$ cat src/rtl/fe_macros.svh
`ifndef FE_MACROS_SVH
`define FE_MACROS_SVH

// ----------------------------------------------------------------------
// fetch frontend dimensions
// ----------------------------------------------------------------------

// address and instruction width
`define FE_VLEN 32

// instruction slots per fetch, one fetch is 64 bit and 8 byte aligned
`define FE_INSTR_PER_FETCH 2

// fetch queue entries
`define FE_QUEUE_DEPTH 8

// width of the queue occupancy and free-space counters
`define FE_QCNT_W ($clog2(`FE_QUEUE_DEPTH + 1))

`endif

$ cat src/rtl/fe_pkg.sv
`include "fe_macros.svh"

package fe_pkg;

    // ------------------------------------------------------------------
    // predecode path
    // ------------------------------------------------------------------

    // one instruction slot of a fetch, as split out by fetch_reg
    typedef struct packed {
        logic                valid;
        logic [`FE_VLEN-1:0] addr;
        logic [`FE_VLEN-1:0] instr;
    } fe_slot_t;

    // control-flow info from one scanner
    typedef struct packed {
        logic                is_branch;
        logic                is_jal;
        logic                is_jalr;
        // sign-extended B-type or J-type offset
        logic [`FE_VLEN-1:0] imm;
    } cf_info_t;

    // ------------------------------------------------------------------
    // back-end side
    // ------------------------------------------------------------------

    // one instruction handed to the decoder
    typedef struct packed {
        logic [`FE_VLEN-1:0] addr;
        logic [`FE_VLEN-1:0] instr;
        logic                predicted_taken;
        logic [`FE_VLEN-1:0] predict_target;
    } fetch_entry_t;

    // mispredict from the branch unit
    typedef struct packed {
        logic                valid;
        logic [`FE_VLEN-1:0] target;
    } redirect_t;

    // ------------------------------------------------------------------
    // instruction memory port
    // ------------------------------------------------------------------

    typedef struct packed {
        logic                req;
        logic [`FE_VLEN-1:0] addr;
    } mem_req_t;

    typedef struct packed {
        logic                                    valid;
        logic [`FE_VLEN*`FE_INSTR_PER_FETCH-1:0] data;
    } mem_rsp_t;

endpackage

$ cat src/rtl/fetch_reg.sv
`timescale 1ns/1ps
`include "fe_macros.svh"

module fetch_reg (
    input  logic                                    clk_i,
    input  logic                                    rst_ni,
    input  logic                                    flush_i,
    input  logic                                    rsp_accept_i,
    input  logic [`FE_VLEN*`FE_INSTR_PER_FETCH-1:0] rsp_data_i,
    input  logic [`FE_VLEN-1:0]                     fetch_addr_i,
    output fe_pkg::fe_slot_t [`FE_INSTR_PER_FETCH-1:0] slots_o
);

    // bits of the address that select a word inside one fetch
    localparam int unsigned OW = $clog2(`FE_INSTR_PER_FETCH);

    logic [`FE_VLEN*`FE_INSTR_PER_FETCH-1:0] data_q;
    logic [`FE_VLEN-1:0]                     addr_q;
    logic                                    valid_q;

    // valid lives for one cycle only, so every fetch is presented once
    always_ff @(posedge clk_i or negedge rst_ni) begin
        if (!rst_ni) begin
            valid_q <= 1'b0;
        end else begin
            valid_q <= rsp_accept_i & ~flush_i;
        end
    end

    // payload is only meaningful while valid_q is set
    always_ff @(posedge clk_i) begin
        if (rsp_accept_i) begin
            data_q <= rsp_data_i;
            addr_q <= fetch_addr_i;
        end
    end

    // ------------------------------------------------------------------
    // slot split
    // ------------------------------------------------------------------
    always_comb begin
        for (int unsigned i = 0; i < `FE_INSTR_PER_FETCH; i++) begin
            slots_o[i].addr  = {addr_q[`FE_VLEN-1:OW+2], OW'(i), 2'b00};
            slots_o[i].instr = data_q[i*`FE_VLEN +: `FE_VLEN];
            // words below the entry point of a redirected fetch are skipped
            slots_o[i].valid = valid_q && (addr_q[2 +: OW] <= OW'(i));
        end
    end

endmodule

$ cat src/rtl/instr_scan.sv
`timescale 1ns/1ps
`include "fe_macros.svh"

module instr_scan (
    input  logic [`FE_VLEN-1:0] instr_i,
    output fe_pkg::cf_info_t    cf_o
);

    // ------------------------------------------------------------------
    // RVI control-flow opcodes
    // ------------------------------------------------------------------
    localparam logic [6:0] OPC_BRANCH = 7'b1100011;
    localparam logic [6:0] OPC_JAL    = 7'b1101111;
    localparam logic [6:0] OPC_JALR   = 7'b1100111;

    logic [6:0]          opcode;
    logic [`FE_VLEN-1:0] imm_b;
    logic [`FE_VLEN-1:0] imm_j;

    assign opcode = instr_i[6:0];

    // B-type offset, bit 0 is implicit
    assign imm_b = {
        {(`FE_VLEN-12){instr_i[31]}},
        instr_i[7],
        instr_i[30:25],
        instr_i[11:8],
        1'b0
    };

    // J-type offset, also halfword granular
    assign imm_j = {
        {(`FE_VLEN-20){instr_i[31]}},
        instr_i[19:12],
        instr_i[20],
        instr_i[30:21],
        1'b0
    };

    always_comb begin
        cf_o.is_branch = (opcode == OPC_BRANCH);
        cf_o.is_jal    = (opcode == OPC_JAL);
        cf_o.is_jalr   = (opcode == OPC_JALR);
        // jalr target depends on a register, its imm is never used
        cf_o.imm       = cf_o.is_jal ? imm_j : imm_b;
    end

endmodule

$ cat src/rtl/branch_predict.sv
`timescale 1ns/1ps
`include "fe_macros.svh"

module branch_predict (
    input  fe_pkg::fe_slot_t     [`FE_INSTR_PER_FETCH-1:0] slots_i,
    input  fe_pkg::cf_info_t     [`FE_INSTR_PER_FETCH-1:0] cf_i,
    output logic                 [`FE_INSTR_PER_FETCH-1:0] wr_en_o,
    output fe_pkg::fetch_entry_t [`FE_INSTR_PER_FETCH-1:0] entries_o,
    output logic                                           predict_valid_o,
    output logic                 [`FE_VLEN-1:0]            predict_target_o
);

    // per-slot static decision
    logic [`FE_INSTR_PER_FETCH-1:0] taken;

    // jal always, a conditional branch only when it jumps backwards
    // jalr has no target here and falls through as not taken
    always_comb begin
        for (int i = 0; i < `FE_INSTR_PER_FETCH; i++) begin
            taken[i] = slots_i[i].valid &&
                       (cf_i[i].is_jal || (cf_i[i].is_branch && cf_i[i].imm[`FE_VLEN-1]));
        end
    end

    // ------------------------------------------------------------------
    // lowest taken slot wins, younger slots are trimmed
    // ------------------------------------------------------------------
    always_comb begin
        logic hit;

        hit              = 1'b0;
        predict_valid_o  = 1'b0;
        predict_target_o = '0;

        for (int i = 0; i < `FE_INSTR_PER_FETCH; i++) begin
            entries_o[i].addr            = slots_i[i].addr;
            entries_o[i].instr           = slots_i[i].instr;
            entries_o[i].predicted_taken = 1'b0;
            // not-taken entries carry their fall-through address
            entries_o[i].predict_target  = slots_i[i].addr + `FE_VLEN'(4);

            wr_en_o[i] = slots_i[i].valid && !hit;

            if (taken[i] && !hit) begin
                hit                          = 1'b1;
                entries_o[i].predicted_taken = 1'b1;
                entries_o[i].predict_target  = slots_i[i].addr + cf_i[i].imm;
                predict_valid_o              = 1'b1;
                predict_target_o             = entries_o[i].predict_target;
            end
        end
    end

endmodule

$ cat src/rtl/instr_queue.sv
`timescale 1ns/1ps
`include "fe_macros.svh"

module instr_queue (
    input  logic                                           clk_i,
    input  logic                                           rst_ni,
    input  logic                                           flush_i,
    input  logic                 [`FE_INSTR_PER_FETCH-1:0] wr_en_i,
    input  fe_pkg::fetch_entry_t [`FE_INSTR_PER_FETCH-1:0] entries_i,
    input  logic                                           fetch_entry_ready_i,
    output fe_pkg::fetch_entry_t                           fetch_entry_o,
    output logic                                           fetch_entry_valid_o,
    output logic                 [`FE_QCNT_W-1:0]          free_count_o
);

    localparam int unsigned PTR_W = $clog2(`FE_QUEUE_DEPTH);

    fe_pkg::fetch_entry_t mem_q [`FE_QUEUE_DEPTH];

    logic [PTR_W-1:0]      rd_ptr_q, wr_ptr_q;
    logic [`FE_QCNT_W-1:0] count_q;
    logic [`FE_QCNT_W-1:0] n_wr;
    logic [PTR_W-1:0]      wr_idx [`FE_INSTR_PER_FETCH];
    logic                  pop;

    // ------------------------------------------------------------------
    // write compaction
    // ------------------------------------------------------------------
    // enabled slots are packed back to back starting at wr_ptr_q
    always_comb begin
        n_wr = '0;
        for (int i = 0; i < `FE_INSTR_PER_FETCH; i++) begin
            wr_idx[i] = wr_ptr_q + PTR_W'(n_wr);
            if (wr_en_i[i]) begin
                n_wr = n_wr + 1'b1;
            end
        end
    end

    assign fetch_entry_o       = mem_q[rd_ptr_q];
    assign fetch_entry_valid_o = (count_q != '0);
    assign free_count_o        = `FE_QCNT_W'(`FE_QUEUE_DEPTH) - count_q;
    assign pop                 = fetch_entry_valid_o & fetch_entry_ready_i;

    // flush drops the queue together with anything written this cycle
    always_ff @(posedge clk_i or negedge rst_ni) begin
        if (!rst_ni) begin
            rd_ptr_q <= '0;
            wr_ptr_q <= '0;
            count_q  <= '0;
        end else if (flush_i) begin
            rd_ptr_q <= '0;
            wr_ptr_q <= '0;
            count_q  <= '0;
        end else begin
            rd_ptr_q <= rd_ptr_q + PTR_W'(pop);
            wr_ptr_q <= wr_ptr_q + PTR_W'(n_wr);
            count_q  <= count_q + n_wr - `FE_QCNT_W'(pop);
        end
    end

    always_ff @(posedge clk_i) begin
        for (int i = 0; i < `FE_INSTR_PER_FETCH; i++) begin
            if (wr_en_i[i] && !flush_i) begin
                mem_q[wr_idx[i]] <= entries_i[i];
            end
        end
    end

    // ------------------------------------------------------------------
    // checks
    // ------------------------------------------------------------------
    // pc_gen only issues when a whole fetch fits
    assert property (@(posedge clk_i) disable iff (!rst_ni)
        !flush_i |-> n_wr <= free_count_o);

    // held entry must not change under back-pressure
    assert property (@(posedge clk_i) disable iff (!rst_ni)
        fetch_entry_valid_o && !fetch_entry_ready_i && !flush_i
        |=> fetch_entry_valid_o && $stable(fetch_entry_o));

endmodule

$ cat src/rtl/pc_gen.sv
`timescale 1ns/1ps
`include "fe_macros.svh"

module pc_gen (
    input  logic                  clk_i,
    input  logic                  rst_ni,
    input  logic [`FE_VLEN-1:0]   boot_addr_i,
    input  logic                  mem_rsp_valid_i,
    input  logic                  predict_valid_i,
    input  logic [`FE_VLEN-1:0]   predict_target_i,
    input  fe_pkg::redirect_t     resolved_i,
    input  logic                  eret_i,
    input  logic [`FE_VLEN-1:0]   epc_i,
    input  logic                  ex_valid_i,
    input  logic [`FE_VLEN-1:0]   trap_vector_i,
    input  logic [`FE_QCNT_W-1:0] free_count_i,
    output fe_pkg::mem_req_t      mem_req_o,
    output logic                  rsp_accept_o,
    output logic [`FE_VLEN-1:0]   fetch_addr_o,
    output logic                  flush_o
);

    logic [`FE_VLEN-1:0] npc_d, npc_q, fetch_addr_q, base_addr, aligned_addr;
    logic                rst_load_q, outstanding_q, stale_q, present_q;
    logic                issue;

    // any back-end redirect empties the whole frontend
    assign flush_o = resolved_i.valid | eret_i | ex_valid_i;

    // boot address is taken once, right after reset
    assign base_addr    = rst_load_q ? boot_addr_i : npc_q;
    assign aligned_addr = {base_addr[`FE_VLEN-1:3], 3'b000};

    // present_q covers the cycle fetch_reg writes the queue, so the
    // free count seen here already includes that fetch
    assign issue = !outstanding_q && !present_q && !flush_o &&
                   (free_count_i >= `FE_QCNT_W'(`FE_INSTR_PER_FETCH));

    assign mem_req_o.req  = issue;
    assign mem_req_o.addr = aligned_addr;
    assign rsp_accept_o   = mem_rsp_valid_i && outstanding_q && !stale_q && !flush_o;
    assign fetch_addr_o   = fetch_addr_q;

    // ------------------------------------------------------------------
    // next pc, later lines win
    // ------------------------------------------------------------------
    always_comb begin
        npc_d = base_addr;
        if (issue)            npc_d = aligned_addr + `FE_VLEN'(8);
        if (predict_valid_i)  npc_d = predict_target_i;
        if (resolved_i.valid) npc_d = resolved_i.target;
        if (eret_i)           npc_d = epc_i;
        if (ex_valid_i)       npc_d = trap_vector_i;
    end

    always_ff @(posedge clk_i or negedge rst_ni) begin
        if (!rst_ni) begin
            npc_q         <= '0;
            rst_load_q    <= 1'b1;
            outstanding_q <= 1'b0;
            stale_q       <= 1'b0;
            present_q     <= 1'b0;
        end else begin
            npc_q      <= npc_d;
            rst_load_q <= 1'b0;
            present_q  <= rsp_accept_o;
            if (issue) begin
                outstanding_q <= 1'b1;
                stale_q       <= 1'b0;
            end else if (mem_rsp_valid_i) begin
                outstanding_q <= 1'b0;
                stale_q       <= 1'b0;
            end else if (outstanding_q && (flush_o || predict_valid_i)) begin
                // response still comes back but gets dropped
                stale_q <= 1'b1;
            end
        end
    end

    // word offset is kept so fetch_reg can skip the leading slots
    always_ff @(posedge clk_i) begin
        if (issue) begin
            fetch_addr_q <= base_addr;
        end
    end

    // memory must answer only what was asked
    assert property (@(posedge clk_i) disable iff (!rst_ni)
        mem_rsp_valid_i |-> outstanding_q);

endmodule

$ cat src/rtl/fetch_frontend.sv
`timescale 1ns/1ps
`include "fe_macros.svh"

module fetch_frontend (
    input  logic                 clk_i,
    input  logic                 rst_ni,
    input  logic [`FE_VLEN-1:0]  boot_addr_i,
    output fe_pkg::mem_req_t     mem_req_o,
    input  fe_pkg::mem_rsp_t     mem_rsp_i,
    input  fe_pkg::redirect_t    resolved_i,
    input  logic                 eret_i,
    input  logic [`FE_VLEN-1:0]  epc_i,
    input  logic                 ex_valid_i,
    input  logic [`FE_VLEN-1:0]  trap_vector_i,
    output fe_pkg::fetch_entry_t fetch_entry_o,
    output logic                 fetch_entry_valid_o,
    input  logic                 fetch_entry_ready_i
);

    logic                  flush, rsp_accept, predict_valid;
    logic [`FE_VLEN-1:0]   fetch_addr, predict_target;
    logic [`FE_QCNT_W-1:0] free_count;

    fe_pkg::fe_slot_t     [`FE_INSTR_PER_FETCH-1:0] slots;
    fe_pkg::cf_info_t     [`FE_INSTR_PER_FETCH-1:0] cf;
    fe_pkg::fetch_entry_t [`FE_INSTR_PER_FETCH-1:0] entries;
    logic                 [`FE_INSTR_PER_FETCH-1:0] wr_en;

    // ------------------------------------------------------------------
    // request side
    // ------------------------------------------------------------------
    pc_gen i_pc_gen (
        .clk_i            (clk_i),
        .rst_ni           (rst_ni),
        .boot_addr_i      (boot_addr_i),
        .mem_rsp_valid_i  (mem_rsp_i.valid),
        .predict_valid_i  (predict_valid),
        .predict_target_i (predict_target),
        .resolved_i       (resolved_i),
        .eret_i           (eret_i),
        .epc_i            (epc_i),
        .ex_valid_i       (ex_valid_i),
        .trap_vector_i    (trap_vector_i),
        .free_count_i     (free_count),
        .mem_req_o        (mem_req_o),
        .rsp_accept_o     (rsp_accept),
        .fetch_addr_o     (fetch_addr),
        .flush_o          (flush)
    );

    fetch_reg i_fetch_reg (
        .clk_i        (clk_i),
        .rst_ni       (rst_ni),
        .flush_i      (flush),
        .rsp_accept_i (rsp_accept),
        .rsp_data_i   (mem_rsp_i.data),
        .fetch_addr_i (fetch_addr),
        .slots_o      (slots)
    );

    // ------------------------------------------------------------------
    // predecode and prediction
    // ------------------------------------------------------------------
    for (genvar i = 0; i < `FE_INSTR_PER_FETCH; i++) begin : gen_instr_scan
        instr_scan i_instr_scan (
            .instr_i (slots[i].instr),
            .cf_o    (cf[i])
        );
    end

    branch_predict i_branch_predict (
        .slots_i          (slots),
        .cf_i             (cf),
        .wr_en_o          (wr_en),
        .entries_o        (entries),
        .predict_valid_o  (predict_valid),
        .predict_target_o (predict_target)
    );

    // toward decode
    instr_queue i_instr_queue (
        .clk_i               (clk_i),
        .rst_ni              (rst_ni),
        .flush_i             (flush),
        .wr_en_i             (wr_en),
        .entries_i           (entries),
        .fetch_entry_ready_i (fetch_entry_ready_i),
        .fetch_entry_o       (fetch_entry_o),
        .fetch_entry_valid_o (fetch_entry_valid_o),
        .free_count_o        (free_count)
    );

endmodule

$ cat config.mk
export PLATFORM = sky130hd
export DESIGN_NAME = fetch_frontend
export DESIGN_NICKNAME = d
export VERILOG_FILES = /design/src/rtl/fe_pkg.sv /design/src/rtl/fetch_reg.sv /design/src/rtl/instr_scan.sv /design/src/rtl/branch_predict.sv /design/src/rtl/instr_queue.sv /design/src/rtl/pc_gen.sv /design/src/rtl/fetch_frontend.sv
export VERILOG_INCLUDE_DIRS = /design/src /design/src/rtl
export SDC_FILE = /design/constraint.sdc
export NUM_CORES = 1
export LEC_CHECK = 0
export ABC_CLOCK_PERIOD_IN_PS = 10000
export CORE_MARGIN = 2
export CORE_UTILIZATION = 50
export CTS_BUF_LIST = sky130_fd_sc_hd__clkbuf_4
export CTS_CLUSTER_SIZE = 16
export DETAILED_ROUTE_END_ITERATION = 10
export DONT_BUFFER_PORTS = 1
export GPL_ROUTABILITY_DRIVEN = 0
export GPL_TIMING_DRIVEN = 0
export SLEW_MARGIN = 20
export SYNTH_ARGS = -nofsm -noshare
export SYNTH_HDL_FRONTEND = slang
export SYNTH_HIERARCHICAL = 1
export SYNTH_SLANG_ARGS = --single-unit
$ cat constraint.sdc
create_clock -name clk_i -period 10 [get_ports clk_i]
set_input_delay 1 -clock clk_i [delete_from_list [all_inputs] [get_ports clk_i]]
set_output_delay 1 -clock clk_i [all_outputs]
set_load 0.1 [all_outputs]
==> reports/results.ini <==
[status]
status=completed

[timing]
slew-limit-headroom=0.204
setup_viol_count_final=0
hold_viol_final=0
period_share=0.576
worstMarginPinSlew_ps=1190
final_max_slew_viol_count=0
skew_ps=127
finalSetupTns_ps=0
fin_crit_ps=5760
whs_ps=101
rsz0062_at_grt=false
setup_ws_ps=4240
max_freq_mhz=174

[cts]
cts_tree=yes
ctsLongestPathBuffers=4
post_cts_buffers=0
cts-buffers-inserted=283
cts.sinks=945
clk_pin_slew_worst_paths_ps=60
clk_latency_ps=1200
cts_root_buf=clkbuf_4
htree_num_levels=5

[route]
route.vias.total=35700
drc=0
top_layer_used=met5
wl_per_cell_um=31.0
met1Wirelength_mm=68.9
ant_nets=0
met3_length_mm=15.2
viasPerCell=6.20
wl_met2_mm=84.0
drt-total-wl_mm=179
dr.first_iter.drc_count=3797
dr.pass1.iters=6

[logic_synthesis]
netlist_area_mm2=0.0536
syn_inst=3677
syn_avg_cell_area_um2=14.6
ys_warn_count=6

[die]
start_util=0.502
rows=120
die_width_um=331
coreArea_mm2=0.107
die_h_um=331
dieArea_mm2=0.110
io_pins=330

[worst_setup_path]
timing.critical_path.mode_cell=buf_6
worstPathCellList=nand3b_4, or2_2, nor3_1, a21o_1, nand2_1, and2_1, nor4bb_1, nand2_1, buf_2, buf_2, o31ai_4, buf_8, buf_8, buf_6, buf_6, buf_6
end_kind=flip-flop
critical_path_required_ps=10850
rr_startpoint=i_fetch_reg/data_q[0]$_DFFE_PP_
path_buf_inv=7
cp_max_fo=10
startpoint=i_fetch_reg/data_q[0]$_DFFE_PP_
arrival_ps=6610
crit_type=flip-flop to flip-flop
worst_path_max_delay_cell=nand2_1
slowest_delay_ps=820
critPathTopFamily=simple AND/OR/NAND/NOR gates
cp-start-kind=flip-flop

[flow_run]
drv_cap=0

[finish]
post-route-util=0.579
seq_area_mm2=0.0282
fin_cells=5760
layout-drive-gt1-share=0.481
fin_nets=4431
fill_cells=8488
synthToLayoutAreaGrowth_pct=15.3
multiInputGateArea_mm2=0.0225
final_area_mm2=0.0617

[worst_hold_path]
min_from=trap_vector_i[17]
hold_class=input pin to flip-flop

[placed_design]
hpwl_mm=128
placed_area_mm2=0.0571
io_buffers=0
dp_slack_ps=4470
dpl.cell_count=5170

[power]
ir_drop_mv=0.0866
power_leakage_nw=21.8
power_density_mw_per_mm2=138
power_mw=8.53

[global_route]
antenna_found_initial=19
grt_pass1_wl_mm=254
grt_pass1_vias=36900
grt_remaining_overflow=0
grt_start_max_net_pins=46
track_usage=0.321

==> per-layer routing <==
metal	vias to the layer above	global-route usage
li1	15200	-
met1	18000	0.402
met2	2022	0.515
met3	498	0.0743
met4	6	0.183
met5	-	0
==> where the power goes <==
group	leakage (nW)	switching, mW	internal (mW)
Clock	2.15	1.67	2.13
Sequential	8.66	0.0167	4.31
Combinational	11.0	0.267	0.138
Total	21.8	1.96	6.57
==> cell usage in the layout, fill, tap and decap left out, drive strengths merged, types with 25 or more instances in the layout <==
| master | instances |
|---|---|
| a21o | 57 |
| a21oi | 93 |
| a22oi | 25 |
| buf | 477 |
| clkbuf | 494 |
| clkinv | 38 |
| dfrtp | 44 |
| dlygate4sd3 | 99 |
| edfxtp | 900 |
| ha | 76 |
| inv | 49 |
| mux2 | 905 |
| mux4 | 194 |
| nand2 | 183 |
| nand3 | 50 |
| nand4 | 34 |
| nor2 | 69 |
| nor2b | 26 |
| nor3 | 30 |
| o21ai | 129 |
| xnor2 | 88 |
| xor2 | 54 |
==> worst reg2reg max path, cell delays in order, from the launching register on <==
cell	delay, ps
edfxtp_1	470
nand3b_4	170
or2_2	330
nor3_1	490
a21o_1	330
nand2_1	260
and2_1	320
nor4bb_1	190
nand2_1	820
buf_2	500
buf_2	480
o31ai_4	260
buf_8	220
buf_8	160
buf_6	150
buf_6	160
buf_6	160
==> layout make-up <==
| type | instances | share of cell area |
|---|---|---|
| diodes | 15 | 0.000608 |
| clock inverters | 51 | 0.00657 |
| plain buffers | 463 | 0.0476 |
| multi-input cells | 2232 | 0.364 |
| well taps | 1403 | 0.0284 |
| repair buffers | 183 | 0.0431 |
| inverters | 44 | 0.00267 |
| flip-flops and latches | 945 | 0.456 |
| clock buffers | 424 | 0.0515 |
==> flip-flops by register name, summed over array words and instances (netlist names) <==
register                flops
i_fetch_reg/addr_q         30
i_pc_gen/present_q          1
i_fetch_reg/valid_q         1
i_instr_queue/rd_ptr_q      3
i_pc_gen/npc_q             30
i_pc_gen/rst_load_q         1
i_pc_gen/stale_q            1
i_pc_gen/outstanding_q      1
i_pc_gen/fetch_addr_o      30
i_instr_queue/count_q       4
i_instr_queue/wr_ptr_q      3
i_instr_queue/mem_q       776
i_fetch_reg/data_q         64
==> final timing paths <==
| check | slack (ps) | cells past startpoint | endpoint |
|---|---|---|---|
| setup / recovery | 4240 | 16 | i_instr_queue/mem_q[1][17]$_DFFE_PP_ |
| hold / removal | 100 | 2 | i_pc_gen/npc_q[17]$_DFF_PN0_ |
| setup reg to reg | 4240 | 16 | i_instr_queue/mem_q[1][17]$_DFFE_PP_ |
| hold reg to reg | 420 | 0 | i_fetch_reg/addr_q[12]$_DFFE_PP_ |
| max in group asynchronous | 9320 | 2 | i_pc_gen/rst_load_q$_DFF_PN1_ |
| min in group asynchronous | 370 | 2 | i_instr_queue/wr_ptr_q[1]$_DFF_PN0_ |
==> timing repair <==
item | in CTS | in global routing
resized for setup | 0 | 0
hold buffers | 100 | 0
endpoints found under the hold margin | 135 | 0
Note: power is estimated with default switching activity, not from simulation.
